### src/logic/rv32e_params.svh
// ==========================================================================
// RV32E core constants: widths, reset PC, opcodes and ALU operation codes
// ==========================================================================
`ifndef RV32E_PARAMS_SVH
`define RV32E_PARAMS_SVH

`define XLEN      32
`define REG_AW    4
`define NUM_REGS  16
`define RESET_PC  32'h8000_0000
`define NOP_INSTR 32'h0000_0013   // ADDI x0, x0, 0

`define OP_REG   7'b0110011
`define OP_IMM   7'b0010011
`define OP_LOAD  7'b0000011
`define OP_STORE 7'b0100011
`define OP_LUI   7'b0110111
`define OP_AUIPC 7'b0010111

// {funct7[5], funct3}
`define ALU_ADD  4'b0000
`define ALU_SUB  4'b1000
`define ALU_SLL  4'b0001
`define ALU_SLT  4'b0010
`define ALU_SLTU 4'b0011
`define ALU_XOR  4'b0100
`define ALU_SRL  4'b0101
`define ALU_SRA  4'b1101
`define ALU_OR   4'b0110
`define ALU_AND  4'b0111

`endif

### src/logic/rv32e_pkg.sv
// ==========================================================================
// RV32E core types: machine word, register index and instruction formats
// ==========================================================================
`include "rv32e_params.svh"

package rv32e_pkg;

    typedef logic [`XLEN-1:0]   word_t;
    typedef logic [`REG_AW-1:0] reg_addr_t;
    typedef logic [3:0]         alu_op_t;

    typedef struct packed {
        logic [6:0] funct7;
        logic [4:0] rs2;
        logic [4:0] rs1;
        logic [2:0] funct3;
        logic [4:0] rd;
        logic [6:0] opcode;
    } r_fmt_t;

    typedef struct packed {
        logic [11:0] imm12;
        logic [4:0]  rs1;
        logic [2:0]  funct3;
        logic [4:0]  rd;
        logic [6:0]  opcode;
    } i_fmt_t;

    typedef struct packed {
        logic [6:0] imm_hi;
        logic [4:0] rs2;
        logic [4:0] rs1;
        logic [2:0] funct3;
        logic [4:0] imm_lo;
        logic [6:0] opcode;
    } s_fmt_t;

    typedef struct packed {
        logic [19:0] imm20;
        logic [4:0]  rd;
        logic [6:0]  opcode;
    } u_fmt_t;

    // One fetched word, four ways to read it
    typedef union packed {
        r_fmt_t r;
        i_fmt_t i;
        s_fmt_t s;
        u_fmt_t u;
    } instr_u;

endpackage

### src/logic/bypass_if.sv
// ==========================================================================
// MEM/WB and writeback registers fed back to forwarding and register file
// ==========================================================================
`timescale 1ns/1ps

interface bypass_if;
    import rv32e_pkg::*;

    reg_addr_t mw_rd;
    logic      mw_we;
    word_t     mw_result;
    reg_addr_t wb_rd;         // One stage past the register file write
    logic      wb_we;
    word_t     wb_result;

    modport memory (output mw_rd, mw_we, mw_result, wb_rd, wb_we, wb_result);
    modport execute (input mw_rd, mw_we, mw_result, wb_rd, wb_we, wb_result);
    modport regfile (input mw_rd, mw_we, mw_result);
endinterface

### src/logic/issue_if.sv
// ==========================================================================
// ID/EX register contents handed from decode to execute
// ==========================================================================
`timescale 1ns/1ps

interface issue_if;
    import rv32e_pkg::*;

    word_t     pc;
    reg_addr_t rs1_addr;      // Zero when the source is unused
    reg_addr_t rs2_addr;
    word_t     rs1_data;
    word_t     rs2_data;
    word_t     imm;
    reg_addr_t rd;
    alu_op_t   alu_op;
    logic      a_is_pc;
    logic      a_is_zero;
    logic      b_is_imm;
    logic      reg_we;
    logic      mem_we;
    logic      mem_re;

    modport decode (output pc, rs1_addr, rs2_addr, rs1_data, rs2_data, imm, rd, alu_op,
                    a_is_pc, a_is_zero, b_is_imm, reg_we, mem_we, mem_re);
    modport execute (input pc, rs1_addr, rs2_addr, rs1_data, rs2_data, imm, rd, alu_op,
                     a_is_pc, a_is_zero, b_is_imm, reg_we, mem_we, mem_re);
endinterface

### src/logic/result_if.sv
// ==========================================================================
// EX/MEM register contents handed from execute to the memory stage
// ==========================================================================
`timescale 1ns/1ps

interface result_if;
    import rv32e_pkg::*;

    word_t     result;        // ALU value, also the load/store address
    word_t     store_data;
    reg_addr_t rd;
    logic      reg_we;
    logic      mem_we;
    logic      mem_re;

    modport execute (output result, store_data, rd, reg_we, mem_we, mem_re);
    modport memory (input result, store_data, rd, reg_we, mem_we, mem_re);
endinterface

### src/logic/rv32e_core.sv
// ==========================================================================
// RV32E five-stage integer pipeline with plain instruction and data ports
// ==========================================================================
`timescale 1ns/1ps
`include "rv32e_params.svh"

module rv32e_core (
    input  logic             clk,
    input  logic             rst_n,
    input  logic [`XLEN-1:0] instr_data_i,
    input  logic [`XLEN-1:0] mem_rdata_i,
    output logic [`XLEN-1:0] instr_addr_o,
    output logic [`XLEN-1:0] mem_addr_o,
    output logic [`XLEN-1:0] mem_wdata_o,
    output logic             mem_we_o,
    output logic             mem_re_o
);

    issue_if  issue ();   // ID/EX
    result_if res ();     // EX/MEM
    bypass_if byp ();     // MEM/WB and WB

    rv32e_decode u_decode (
        .clk          (clk),
        .rst_n        (rst_n),
        .instr_data_i (instr_data_i),
        .instr_addr_o (instr_addr_o),
        .issue        (issue),
        .bypass       (byp)
    );

    rv32e_execute u_execute (
        .clk   (clk),
        .rst_n (rst_n),
        .issue (issue),
        .res   (res),
        .byp   (byp)
    );

    rv32e_memwb u_memwb (
        .clk         (clk),
        .rst_n       (rst_n),
        .res         (res),
        .byp         (byp),
        .mem_rdata_i (mem_rdata_i),
        .mem_addr_o  (mem_addr_o),
        .mem_wdata_o (mem_wdata_o),
        .mem_we_o    (mem_we_o),
        .mem_re_o    (mem_re_o)
    );

endmodule

### src/logic/rv32e_decode.sv
// ==========================================================================
// Fetch and decode with PC, fetch register, field decode, stall and ID/EX
// ==========================================================================
`timescale 1ns/1ps
`include "rv32e_params.svh"

module rv32e_decode (
    input  logic             clk,
    input  logic             rst_n,
    input  rv32e_pkg::word_t instr_data_i,
    output rv32e_pkg::word_t instr_addr_o,
    issue_if.decode          issue,
    bypass_if.regfile        bypass
);
    import rv32e_pkg::*;

    word_t     pc;
    word_t     fetch_pc;
    instr_u    fetch_instr;
    logic      stall;
    reg_addr_t rs1_sel;
    reg_addr_t rs2_sel;
    reg_addr_t rd_sel;
    logic      uses_rs1;
    logic      uses_rs2;
    word_t     imm;
    alu_op_t   alu_op;
    logic      a_is_pc;
    logic      a_is_zero;
    logic      b_is_imm;
    logic      reg_we;
    logic      mem_we;
    logic      mem_re;
    word_t     rf_rs1;
    word_t     rf_rs2;

    assign instr_addr_o = pc;

    always_comb begin
        imm       = '0;
        alu_op    = `ALU_ADD;   // Address and upper-immediate forms all add
        a_is_pc   = 1'b0;
        a_is_zero = 1'b0;
        b_is_imm  = 1'b0;
        reg_we    = 1'b0;
        mem_we    = 1'b0;
        mem_re    = 1'b0;
        uses_rs1  = 1'b0;
        uses_rs2  = 1'b0;
        case (fetch_instr.r.opcode)
            `OP_REG: begin
                alu_op   = {fetch_instr.r.funct7[5], fetch_instr.r.funct3};
                reg_we   = 1'b1;
                uses_rs1 = 1'b1;
                uses_rs2 = 1'b1;
            end
            `OP_IMM: begin
                imm      = {{(`XLEN-12){fetch_instr.i.imm12[11]}}, fetch_instr.i.imm12};
                // Only right shifts take bit 30 as the variant select
                alu_op   = (fetch_instr.i.funct3 == 3'b101) ?
                           {fetch_instr.i.imm12[10], 3'b101} : {1'b0, fetch_instr.i.funct3};
                b_is_imm = 1'b1;
                reg_we   = 1'b1;
                uses_rs1 = 1'b1;
            end
            `OP_LOAD: begin   // Every width handled as LW
                imm      = {{(`XLEN-12){fetch_instr.i.imm12[11]}}, fetch_instr.i.imm12};
                b_is_imm = 1'b1;
                reg_we   = 1'b1;
                mem_re   = 1'b1;
                uses_rs1 = 1'b1;
            end
            `OP_STORE: begin
                imm      = {{(`XLEN-12){fetch_instr.s.imm_hi[6]}},
                            fetch_instr.s.imm_hi, fetch_instr.s.imm_lo};
                b_is_imm = 1'b1;
                mem_we   = 1'b1;
                uses_rs1 = 1'b1;
                uses_rs2 = 1'b1;      // Store data
            end
            `OP_LUI: begin
                imm       = {fetch_instr.u.imm20, 12'b0};
                a_is_zero = 1'b1;
                b_is_imm  = 1'b1;
                reg_we    = 1'b1;
            end
            `OP_AUIPC: begin
                imm      = {fetch_instr.u.imm20, 12'b0};
                a_is_pc  = 1'b1;
                b_is_imm = 1'b1;
                reg_we   = 1'b1;
            end
            default: ;            // SYSTEM, FENCE, unknown retire as no-ops
        endcase
    end

    assign rs1_sel = uses_rs1 ? fetch_instr.r.rs1[`REG_AW-1:0] : '0;
    assign rs2_sel = uses_rs2 ? fetch_instr.r.rs2[`REG_AW-1:0] : '0;
    assign rd_sel  = reg_we ? fetch_instr.u.rd[`REG_AW-1:0] : '0;

    // Load in ID/EX feeding the instruction in the fetch register
    assign stall = issue.mem_re && (issue.rd != '0) &&
                   ((rs1_sel == issue.rd) || (rs2_sel == issue.rd));

    rv32e_regfile u_regfile (
        .clk        (clk),
        .rst_n      (rst_n),
        .rs1_addr_i (rs1_sel),
        .rs2_addr_i (rs2_sel),
        .rs1_data_o (rf_rs1),
        .rs2_data_o (rf_rs2),
        .wr         (bypass)
    );

    always_ff @(posedge clk or negedge rst_n) begin
        if (!rst_n) begin
            pc          <= `RESET_PC;
            fetch_instr <= `NOP_INSTR;
        end else if (!stall) begin
            pc          <= pc + 32'd4;
            fetch_instr <= instr_data_i;
        end
    end

    always_ff @(posedge clk) begin
        if (!stall) fetch_pc <= pc;
    end

    // ID/EX control with a bubble on stall
    always_ff @(posedge clk or negedge rst_n) begin
        if (!rst_n) begin
            issue.rs1_addr  <= '0;
            issue.rs2_addr  <= '0;
            issue.rd        <= '0;
            issue.alu_op    <= `ALU_ADD;
            issue.a_is_pc   <= 1'b0;
            issue.a_is_zero <= 1'b0;
            issue.b_is_imm  <= 1'b0;
            issue.reg_we    <= 1'b0;
            issue.mem_we    <= 1'b0;
            issue.mem_re    <= 1'b0;
        end else begin
            issue.rs1_addr  <= stall ? '0 : rs1_sel;
            issue.rs2_addr  <= stall ? '0 : rs2_sel;
            issue.rd        <= stall ? '0 : rd_sel;
            issue.alu_op    <= stall ? `ALU_ADD : alu_op;
            issue.a_is_pc   <= stall ? 1'b0 : a_is_pc;
            issue.a_is_zero <= stall ? 1'b0 : a_is_zero;
            issue.b_is_imm  <= stall ? 1'b0 : b_is_imm;
            issue.reg_we    <= stall ? 1'b0 : reg_we;
            issue.mem_we    <= stall ? 1'b0 : mem_we;
            issue.mem_re    <= stall ? 1'b0 : mem_re;
        end
    end

    always_ff @(posedge clk) begin
        issue.pc       <= fetch_pc;
        issue.rs1_data <= rf_rs1;
        issue.rs2_data <= rf_rs2;
        issue.imm      <= imm;
    end

    // The bubble behind a stalled load can never stall again
    a_single_stall: assert property (@(posedge clk) disable iff (!rst_n)
        stall |=> !stall);

endmodule

### src/logic/rv32e_execute.sv
// ==========================================================================
// Execute stage with three-source forwarding, operand select, ALU and EX/MEM
// ==========================================================================
`timescale 1ns/1ps
`include "rv32e_params.svh"

module rv32e_execute (
    input  logic      clk,
    input  logic      rst_n,
    issue_if.execute  issue,
    result_if.execute res,
    bypass_if.execute byp
);
    import rv32e_pkg::*;

    word_t rs1_val;
    word_t rs2_val;
    word_t op_a;
    word_t op_b;
    word_t alu_y;
    logic  ex_hit;

    // Youngest producer wins and x0 is never forwarded
    function automatic word_t bypass_sel(input reg_addr_t src, input word_t rf_val);
        word_t val;
        val = rf_val;
        if (src != '0) begin
            if (res.reg_we && (res.rd == src)) val = res.result;
            else if (byp.mw_we && (byp.mw_rd == src)) val = byp.mw_result;
            else if (byp.wb_we && (byp.wb_rd == src)) val = byp.wb_result;
        end
        return val;
    endfunction

    always_comb begin
        rs1_val = bypass_sel(issue.rs1_addr, issue.rs1_data);
        rs2_val = bypass_sel(issue.rs2_addr, issue.rs2_data);
    end

    assign op_a = issue.a_is_pc ? issue.pc : (issue.a_is_zero ? '0 : rs1_val);
    assign op_b = issue.b_is_imm ? issue.imm : rs2_val;

    always_comb begin
        case (issue.alu_op)
            `ALU_SUB:  alu_y = op_a - op_b;
            `ALU_SLL:  alu_y = op_a << op_b[4:0];
            `ALU_SLT:  alu_y = {31'b0, $signed(op_a) < $signed(op_b)};
            `ALU_SLTU: alu_y = {31'b0, op_a < op_b};
            `ALU_XOR:  alu_y = op_a ^ op_b;
            `ALU_SRL:  alu_y = op_a >> op_b[4:0];
            `ALU_SRA:  alu_y = $signed(op_a) >>> op_b[4:0];
            `ALU_OR:   alu_y = op_a | op_b;
            `ALU_AND:  alu_y = op_a & op_b;
            default:   alu_y = op_a + op_b;   // ADD and address generation
        endcase
    end

    always_ff @(posedge clk or negedge rst_n) begin
        if (!rst_n) begin
            res.rd     <= '0;
            res.reg_we <= 1'b0;
            res.mem_we <= 1'b0;
            res.mem_re <= 1'b0;
        end else begin
            res.rd     <= issue.rd;
            res.reg_we <= issue.reg_we;
            res.mem_we <= issue.mem_we;
            res.mem_re <= issue.mem_re;
        end
    end

    always_ff @(posedge clk) begin
        res.result     <= alu_y;
        res.store_data <= rs2_val;    // Store data after forwarding
    end

    // Decode's load-use stall keeps loads out of the EX/MEM bypass
    assign ex_hit = res.reg_we && (res.rd != '0) &&
                    ((res.rd == issue.rs1_addr) || (res.rd == issue.rs2_addr));

    a_no_load_fwd: assert property (@(posedge clk) disable iff (!rst_n)
        ex_hit |-> !res.mem_re);

endmodule

### src/logic/rv32e_memwb.sv
// ==========================================================================
// Memory and writeback: data port, result select, MEM/WB and WB registers
// ==========================================================================
`timescale 1ns/1ps
`include "rv32e_params.svh"

module rv32e_memwb (
    input  logic             clk,
    input  logic             rst_n,
    result_if.memory         res,
    bypass_if.memory         byp,
    input  rv32e_pkg::word_t mem_rdata_i,
    output rv32e_pkg::word_t mem_addr_o,
    output rv32e_pkg::word_t mem_wdata_o,
    output logic             mem_we_o,
    output logic             mem_re_o
);
    import rv32e_pkg::*;

    word_t wb_val;

    // Memory answers in the same cycle
    assign mem_addr_o  = res.result;
    assign mem_wdata_o = res.store_data;
    assign mem_we_o    = res.mem_we;
    assign mem_re_o    = res.mem_re;

    assign wb_val = res.mem_re ? mem_rdata_i : res.result;

    always_ff @(posedge clk or negedge rst_n) begin
        if (!rst_n) begin
            byp.mw_rd <= '0;
            byp.mw_we <= 1'b0;
            byp.wb_rd <= '0;
            byp.wb_we <= 1'b0;
        end else begin
            byp.mw_rd <= res.rd;
            byp.mw_we <= res.reg_we;
            byp.wb_rd <= byp.mw_rd;   // Covers the register file write cycle
            byp.wb_we <= byp.mw_we;
        end
    end

    always_ff @(posedge clk) begin
        byp.mw_result <= wb_val;
        byp.wb_result <= byp.mw_result;
    end

endmodule

### src/logic/rv32e_regfile.sv
// ==========================================================================
// Sixteen-entry register file, async read, write from MEM/WB, x0 held at zero
// ==========================================================================
`timescale 1ns/1ps
`include "rv32e_params.svh"

module rv32e_regfile (
    input  logic               clk,
    input  logic               rst_n,
    input  logic [`REG_AW-1:0] rs1_addr_i,
    input  logic [`REG_AW-1:0] rs2_addr_i,
    output logic [`XLEN-1:0]   rs1_data_o,
    output logic [`XLEN-1:0]   rs2_data_o,
    bypass_if.regfile          wr
);

    logic [`XLEN-1:0] regs [`NUM_REGS];

    always_ff @(posedge clk or negedge rst_n) begin
        if (!rst_n) begin
            for (int i = 0; i < `NUM_REGS; i++) begin
                regs[i] <= '0;    // Architectural state starts cleared
            end
        end else if (wr.mw_we && (wr.mw_rd != '0)) begin
            regs[wr.mw_rd] <= wr.mw_result;
        end
    end

    assign rs1_data_o = regs[rs1_addr_i];
    assign rs2_data_o = regs[rs2_addr_i];

    // x0 is never written after reset
    a_x0_zero: assert property (@(posedge clk) disable iff (!rst_n)
        ((rs1_addr_i == '0) |-> (rs1_data_o == '0)) and
        ((rs2_addr_i == '0) |-> (rs2_data_o == '0)));

endmodule

### config.mk
export PLATFORM = sky130hd
export DESIGN_NAME = rv32e_core
export DESIGN_NICKNAME = d
export VERILOG_FILES = /design/src/logic/rv32e_pkg.sv /design/src/logic/bypass_if.sv /design/src/logic/issue_if.sv /design/src/logic/result_if.sv /design/src/logic/rv32e_core.sv /design/src/logic/rv32e_decode.sv /design/src/logic/rv32e_execute.sv /design/src/logic/rv32e_memwb.sv /design/src/logic/rv32e_regfile.sv
export VERILOG_INCLUDE_DIRS = /design/src /design/src/logic
export SDC_FILE = /design/constraint.sdc
export NUM_CORES = 2
export LEC_CHECK = 0
export BUFFER_PORTS_ARGS = -buffer_cell sky130_fd_sc_hd__buf_2
export CORE_ASPECT_RATIO = 1.2
export CORE_UTILIZATION = 55
export DETAILED_ROUTE_END_ITERATION = 7
export MAX_ROUTING_LAYER = met4
export PLACE_DENSITY = 0.72
export SLEW_MARGIN = 20
export SYNTH_ARGS = -nofsm -noshare
export SYNTH_HDL_FRONTEND = slang
export SYNTH_SLANG_ARGS = --single-unit
### constraint.sdc
create_clock -name clk -period 6.2 [get_ports clk]
set_input_delay 0 -clock clk [delete_from_list [all_inputs] [get_ports clk]]
set_output_delay 0 -clock clk [all_outputs]
set_load 0.005 [all_outputs]
## Yosys cells after proc, flatten, opt, wreduce, memory -nomap -nowiden

Cells that the tools add are included.

- Output and inout port bits: 98
- Word-level logic and storage cells: 154
- Input port bits: 66
- Register bits after elaboration: 903

- Add/subtract/negate cells: 3
- Reductions and logical operators: 21
- Multiplexer cells: 46
- Equal/unequal tests: 24
- Order comparisons: 6
- Shifts and indexed selects: 3
- Bitwise operators: 6

Operator list:

| cell | number |
|---|---|
| 32-bit two-way mux | 17 |
| 512-bit bitwise mux | 1 |
| 32-bit case mux with 9 select lines | 1 |
| 32-bit binary-select mux with 4-bit select | 2 |
| 32-bit demux with 4-bit select | 1 |
| 32-bit case mux with 3 select lines | 1 |
| 32-bit < comparator | 2 |
| 32-bit by 3-bit adder with 32-bit output (second input constant) | 1 |
| 32-bit adder | 1 |
| 32-bit AND | 1 |
| 4-bit == test | 8 |
| 4-bit two-way mux | 8 |
| 32-bit OR | 1 |
| 32-bit by 5-bit << shifter with 32-bit output | 1 |
| 32-bit by 5-bit right shift with 32-bit output | 1 |
| 32-bit by 5-bit >>> shifter with 32-bit output | 1 |
| 32-bit subtractor | 1 |
| 32-bit bitwise XOR | 1 |
| 7-bit by 6-bit == test with 1-bit output (second input constant) | 3 |
| 4-bit by 3-bit == test with 1-bit output (second input constant) | 4 |
| 4-bit nonzero test | 4 |
| 5-bit greater-or-equal comparator (second input constant) | 3 |
| 4-bit inverter with 5-bit output | 3 |
| 7-bit by 5-bit == test with 1-bit output (second input constant) | 2 |
| 13 further kinds | 40 |

## Logic depth before layout (Yosys ltp)

- Word-level depth: 10
- Mapped depth: 26
- Depth with buffers taken out: 23

## Modules after synthesis

Synthesis repeated with hierarchy kept, for this count alone.

- Cell total of the unflattened synthesis: 4356
- Area total of the unflattened synthesis: 50093.0 µm²

By module, submodules not included:

| module | cells each | times used | area each (µm²) |
|---|---|---|---|
| rv32e_regfile | 1670 | 1 | 26196.4 |
| rv32e_execute | 1996 | 1 | 13773.2 |
| rv32e_decode | 514 | 1 | 7552.2 |
| rv32e_memwb | 176 | 1 | 2571.2 |

## Worst setup path before layout

No wires, ideal clock.

- Path kind: reg-to-reg
- Start: reg u_decode.issue.rs2_addr[2]
- End: reg u_execute.res.result[21]
- Stages on the path, launching flop included: 27
- Required time: 6.066 ns
- Clock period less this slack: 5.197 ns
- Arrival: 5.063 ns
- Slack: 1.003 ns
- Cell sequence: dfrtp_1 -> buf_6 -> xnor2_1 -> and3_1 -> buf_2 -> nand2_2 -> buf_1 -> mux2i_1 -> a211oi_1 -> a21oi_1 -> nor2_1 -> a21oi_1 -> o21a_1 -> ha_1 -> clkbuf_1 -> nor2b_1 -> o21ai_0 -> a21oi_1 -> or4_1 -> a21o_1 -> a21bo_2 -> nor2b_1 -> o21a_1 -> o21ai_0 -> and3_1 -> a21oi_1 -> or4b_1

- Cells in the longest elaborated chain, start to end: 9
- Elaborated cells between the ends (all ways): 21
- Classes of those cells: add/sub (2); eq/ne (3); shift (3); mux (6); bitwise (3); reduce/logical (4)

RTL lines:

| element | line | RTL |
|---|---|---|
| from (decl) | issue_if.sv:24 | `modport decode (output pc, rs1_addr, rs2_addr, rs1_data, rs2_data, imm, rd, alu_op,` |
| from (signal assigned) | rv32e_decode.sv:144 | `issue.rs2_addr <= stall ? '0 : rs2_sel;` |
| 4-bit == test | rv32e_execute.sv:30 | `else if (byp.wb_we && (byp.wb_rd == src)) val = byp.wb_result;` |
| 1-bit logical AND | rv32e_execute.sv:30 |  |
| 32-bit two-way mux | rv32e_execute.sv:30 |  |
| 32-bit two-way mux | rv32e_execute.sv:29 | `else if (byp.mw_we && (byp.mw_rd == src)) val = byp.mw_result;` |
| 32-bit two-way mux | rv32e_execute.sv:28 | `if (res.reg_we && (res.rd == src)) val = res.result;` |
| 32-bit two-way mux * | rv32e_execute.sv:27 | `if (src != '0) begin` |
| 32-bit two-way mux * | rv32e_execute.sv:41 | `assign op_b = issue.b_is_imm ? issue.imm : rs2_val;` |
| 32-bit adder (tied with other cells) | rv32e_execute.sv:54 | `default: alu_y = op_a + op_b;` |
| 32-bit case mux with 9 select lines * | rv32e_execute.sv:44 | `case (issue.alu_op)` |
| via u_execute.alu_y[21] | rv32e_execute.sv:20 | `word_t alu_y;` |
| to (signal assigned) | rv32e_execute.sv:73 | `res.result <= alu_y;` |
| to (decl) | result_if.sv:16 | `modport execute (output result, store_data, rd, reg_we, mem_we, mem_re);` |

Mark *: on every way through the listed nets, which the timed path passes. The rest lies on a longest branch.
A chain may end at the register's enable or synchronous reset.

## Worst setup path after layout

- Start: reg u_decode.issue.rs2_addr[2]
- End: reg u_execute.res.result[0]

- Cells in the longest elaborated chain, start to end: 9
- Elaborated cells between the ends (all ways): 23
- Classes of those cells: add/sub (2); order compare (2); eq/ne (3); shift (3); mux (6); bitwise (3); reduce/logical (4)

RTL lines:

| element | line |
|---|---|
| 4-bit == test | rv32e_execute.sv:30 |
| 1-bit logical AND | rv32e_execute.sv:30 |
| 32-bit two-way mux | rv32e_execute.sv:30 |
| 32-bit two-way mux | rv32e_execute.sv:29 |
| 32-bit two-way mux | rv32e_execute.sv:28 |
| 32-bit two-way mux * | rv32e_execute.sv:27 |
| 32-bit two-way mux * | rv32e_execute.sv:41 |
| 32-bit adder (tied with other cells) | rv32e_execute.sv:54 |
| 32-bit case mux with 9 select lines * | rv32e_execute.sv:44 |
| via u_execute.alu_y[0] | rv32e_execute.sv:20 |

Marks and branches as above.

==> results.cfg <==
[timing]
fin_skew_ns = 0.0629
max_slew.worst_pin.slew_ns = 1.33
slew_headroom_pct = 11.6
finalMaxSlewViolations = 0
hold_ws_ns = 0.0411
min_period_ns = 5.85
final_hold_viol_count = 0
fin_setup_tns_ns = 0
period_share_pct = 94.3
finalSetupViolations = 0
rsz0062_at_grt = no
clock.fmax_mhz = 171

[setup_path]
crit_chain = xnor2_1 -> and3_1 -> nand2_2 -> mux2i_1 -> a211oi_1 -> a21oi_1 -> nor2_1 -> a21oi_1 -> o21ai_0 -> ha_1 -> nor2_1 -> nand3_1 -> nor3_1 -> o21ai_0 -> buf_4 -> a2111oi_0 -> buf_4 -> nor2_1 -> o211ai_1 -> a221oi_1 -> o211ai_1 -> buf_4 -> o2111ai_1
worstSetupPathType = reg -> reg
path_buf_inv = 3
crit_required_ns = 6.77
critical_path.max_stage_delay_ns = 0.48
end_kind = flip-flop
critical_path_arrival_ns = 6.41
cp-start-kind = flip-flop
critical-path-top-delay-family = compound AO/OA/AOI/OAI gates
crit_fanout = 12
slowest_stage = dfrtp_1

[global_route]
grt_pass1_wl_um = 296000
grt_pass1_vias = 44100
grt_overflow = 0
grt_max_degree = 174
antenna_found_initial = 8
grt_usage_pct = 43.8

[synth]
synthXorXnorAreaFrac_pct = 1.32
ys_top_cells_by_count = 758 x mux2_2, 609 x dfrtp_1, 462 x a21oi_1
synth_compound_area_share_pct = 18.5
ys_async_sr_fraction_pct = 68.3
yosys.area_share.adder_pct = 2.46
ys_top_cells_by_area = dfrtp_1 30%, mux2_2 17%, dfxtp_1 9.9%
synth_ff_type = dfrtp_1
avgSynthCellArea_um2 = 9.73
synth.distinct_cells = 106
yosysTopAreaCellShare_pct = 29.6
seq_area_frac_synth_pct = 41.4
synth_top_family_by_area = multiplexers
synthMuxAreaShare_pct = 21.4
synthSimpleGateAreaFrac_pct = 10.0
yosysTopAreaCell = dfrtp_1
netlist_area_um2 = 51600
synth_seq_cells = 897
syn_inst = 5298
yosysMostFrequentCell = mux2_2
yosys_warnings = 0
synth_edf_count = 30

[route]
drcViolationCount = 0
via_per_inst = 6.81
firstDrtPassIters = 8
wl_per_cell_um = 30.9
ant_nets = 0
drtIter0Drc = 5319
routed_wirelength_um = 205000
vias = 45100

[pwr]
cellLeakagePower_nw = 26.4
powerDensity_nw_per_um2 = 234
total_power_mw = 13.4
vdd_ir_drop_max_uv = 266

[finish]
syn2layout_area_growth_pct = 11.6
multi_input_area_um2 = 27900
stdcell_area_um2 = 57500
ff_latch_area_um2 = 21400
final_layout_size_suffix_gt1_share_pct = 25.2
nFillCells = 7685
nets = 5474

[clock_network]
cts_setup_buffers = 0
clock_sinks = 897
cts_tree = done
clkLatencyLatePin_ns = 0.71
cts_max_level = 3
cts-buffers-inserted = 92
path_clk_slew_ns = 0.08
cts-root-buf = clkbuf_16
cts_buffer_depth = 3

[floorplan]
die_h_um = 337
pin_count = 164
core_area_um2 = 92500
fp.dieArea_um2 = 95000
initial_core_util_pct = 55.7
num_rows = 122
die_x_um = 282

[place]
dp_hpwl_um = 135000
numPortBuffers = 161
gp_congestion = 1.09
placed_cell_area_um2 = 53600

[outcome]
status = finished, final reports clean

[hold_path]
hold_class = in -> async

[flow_run]
drv_cap = 0
-- worst register-to-register path, cell delays in order (launching register included) --
cell	delay (ns)
dfrtp_1	0.48
xnor2_1	0.25
and3_1	0.36
nand2_2	0.32
mux2i_1	0.24
a211oi_1	0.09
a21oi_1	0.13
nor2_1	0.05
a21oi_1	0.40
o21ai_0	0.21
ha_1	0.47
nor2_1	0.26
nand3_1	0.11
nor3_1	0.36
o21ai_0	0.16
buf_4	0.17
a2111oi_0	0.40
buf_4	0.24
nor2_1	0.08
o211ai_1	0.36
a221oi_1	0.18
o211ai_1	0.20
buf_4	0.16
o2111ai_1	0.09
-- flip-flops by register name, summed over array words and instances (netlist names), 4 cells and up --
| name | count |
|---|---|
| u_memwb.byp.wb_rd | 4 |
| u_execute.res.result | 32 |
| u_decode.issue.rs1_data | 32 |
| u_decode.issue.pc | 30 |
| u_decode.issue.alu_op | 4 |
| u_memwb.byp.mw_rd | 4 |
| u_memwb.byp.mw_result | 32 |
| u_decode.fetch_pc | 30 |
| u_decode.instr_addr_o | 30 |
| u_decode.u_regfile.regs | 512 |
| u_decode.issue.imm | 32 |
| u_decode.issue.rs2_data | 32 |
| u_decode.issue.rs1_addr | 4 |
| u_memwb.byp.wb_result | 32 |
| u_decode.issue.rd | 4 |
| u_decode.issue.rs2_addr | 4 |
| u_decode.fetch_instr | 32 |
| u_execute.res.store_data | 32 |
| u_execute.res.rd | 4 |
-- final cells by class --
cell class,count,area share (%)
well taps,1240,2.70
inverters,125,0.828
clock inverters,36,1.02
clock buffers,137,4.64
repair buffers,414,5.21
multi-input cells,3778,48.5
diodes,3,0.0130
flip-flops and latches,897,37.1
-- report_power, final --
part / switching (mW) / internal (mW)
Clock: 2.53 / 3.48
Sequential: 0.295 / 5.99
Combinational: 0.732 / 0.410
Total: 3.56 / 9.88
-- cells in the final DEF, fill, tap and decap left out, types with 12 or more instances in the layout --
cell           Yosys  final
o31ai_1           77     76
clkbuf_16          0     93
edfxtp_1          30     30
a21o_1            49     49
o211ai_1          29     29
a222oi_1          24     24
nor3_1            37     36
buf_2             29    160
a221oi_1          12     12
and2_1            26     23
o21bai_1          13     13
a31oi_1          118    118
o221ai_1          99     99
dlygate4sd3_1      0     65
o22ai_1           32     32
xor2_1            17     17
mux2_2           758    758
a211oi_1         171    171
a22oi_1           16     16
nor2b_1           83     83
nand2b_1          18     16
o21a_1            28     26
nand3_1          143    142
dfrtp_1          609    600
clkbuf_1         406     26
dfxtp_1          254    254
o21ai_0          222    221
a21oi_1          462    462
buf_4             15    179
xnor2_1           57     57
inv_1            119    118
ha_1              98     98
nand2_1          453    446
mux2i_1          246    246
nor2_1           249    237
clkbuf_8           0     18
and3_1            44     40
-- metrics by stage --
step                      worst slack (ns)  cells  utilization [%]
after floorplan                       1.00   5299                -
after global placement               0.470   6388             57.9
after detailed placement             0.485   6388             57.9
after CTS                            0.523   6627             62.2
after global routing                0.0671   6630             62.2
final                                0.353   6630             62.2
-- routing by layer --
metal  global-route usage [%]  wire (µm)  vias up  share of wire [%]
li1                         -          -    19400                  -
met1                     51.0      74600    22200                 36
met2                     67.0      93100     2788                 46
met3                     8.48      19100      844                9.3
met4                     33.2      17700        0                8.7
met5                        -          0        -                  0
-- logic make-up after synthesis --
group                    Yosys count
flip-flops                       897
adder cells (fa/ha/maj)          100
AO/OA/AOI/OAI                   1467
other                              1
buffers and inverters            624
multiplexers                    1005
AND/OR/NAND/NOR                 1128
XOR/XNOR                          76
-- path summary, 6_finish.rpt --
kind                                            start                            to  slack [ns]  depth (start not counted)
hold reg to reg                  u_decode.fetch_pc[2]          u_decode.issue.pc[2]        0.33                          0
max in group asynchronous                       rst_n  u_decode.u_regfile.regs[390]        5.22                          3
min in group clk                      instr_data_i[1]       u_decode.fetch_instr[1]        0.04                          3
hold / removal                                  rst_n  u_decode.u_regfile.regs[405]        0.04                          3
setup / recovery           u_decode.issue.rs2_addr[2]       u_execute.res.result[0]        0.35                         23
setup reg to reg           u_decode.issue.rs2_addr[2]       u_execute.res.result[0]        0.35                         23
-- what timing repair did --
action	CTS	global route
endpoints found under the hold margin	278	0
gates resized for setup	0	1
hold buffers	66	0
endpoints found under the setup margin	0	3
(Power assumes the default switching activity.)
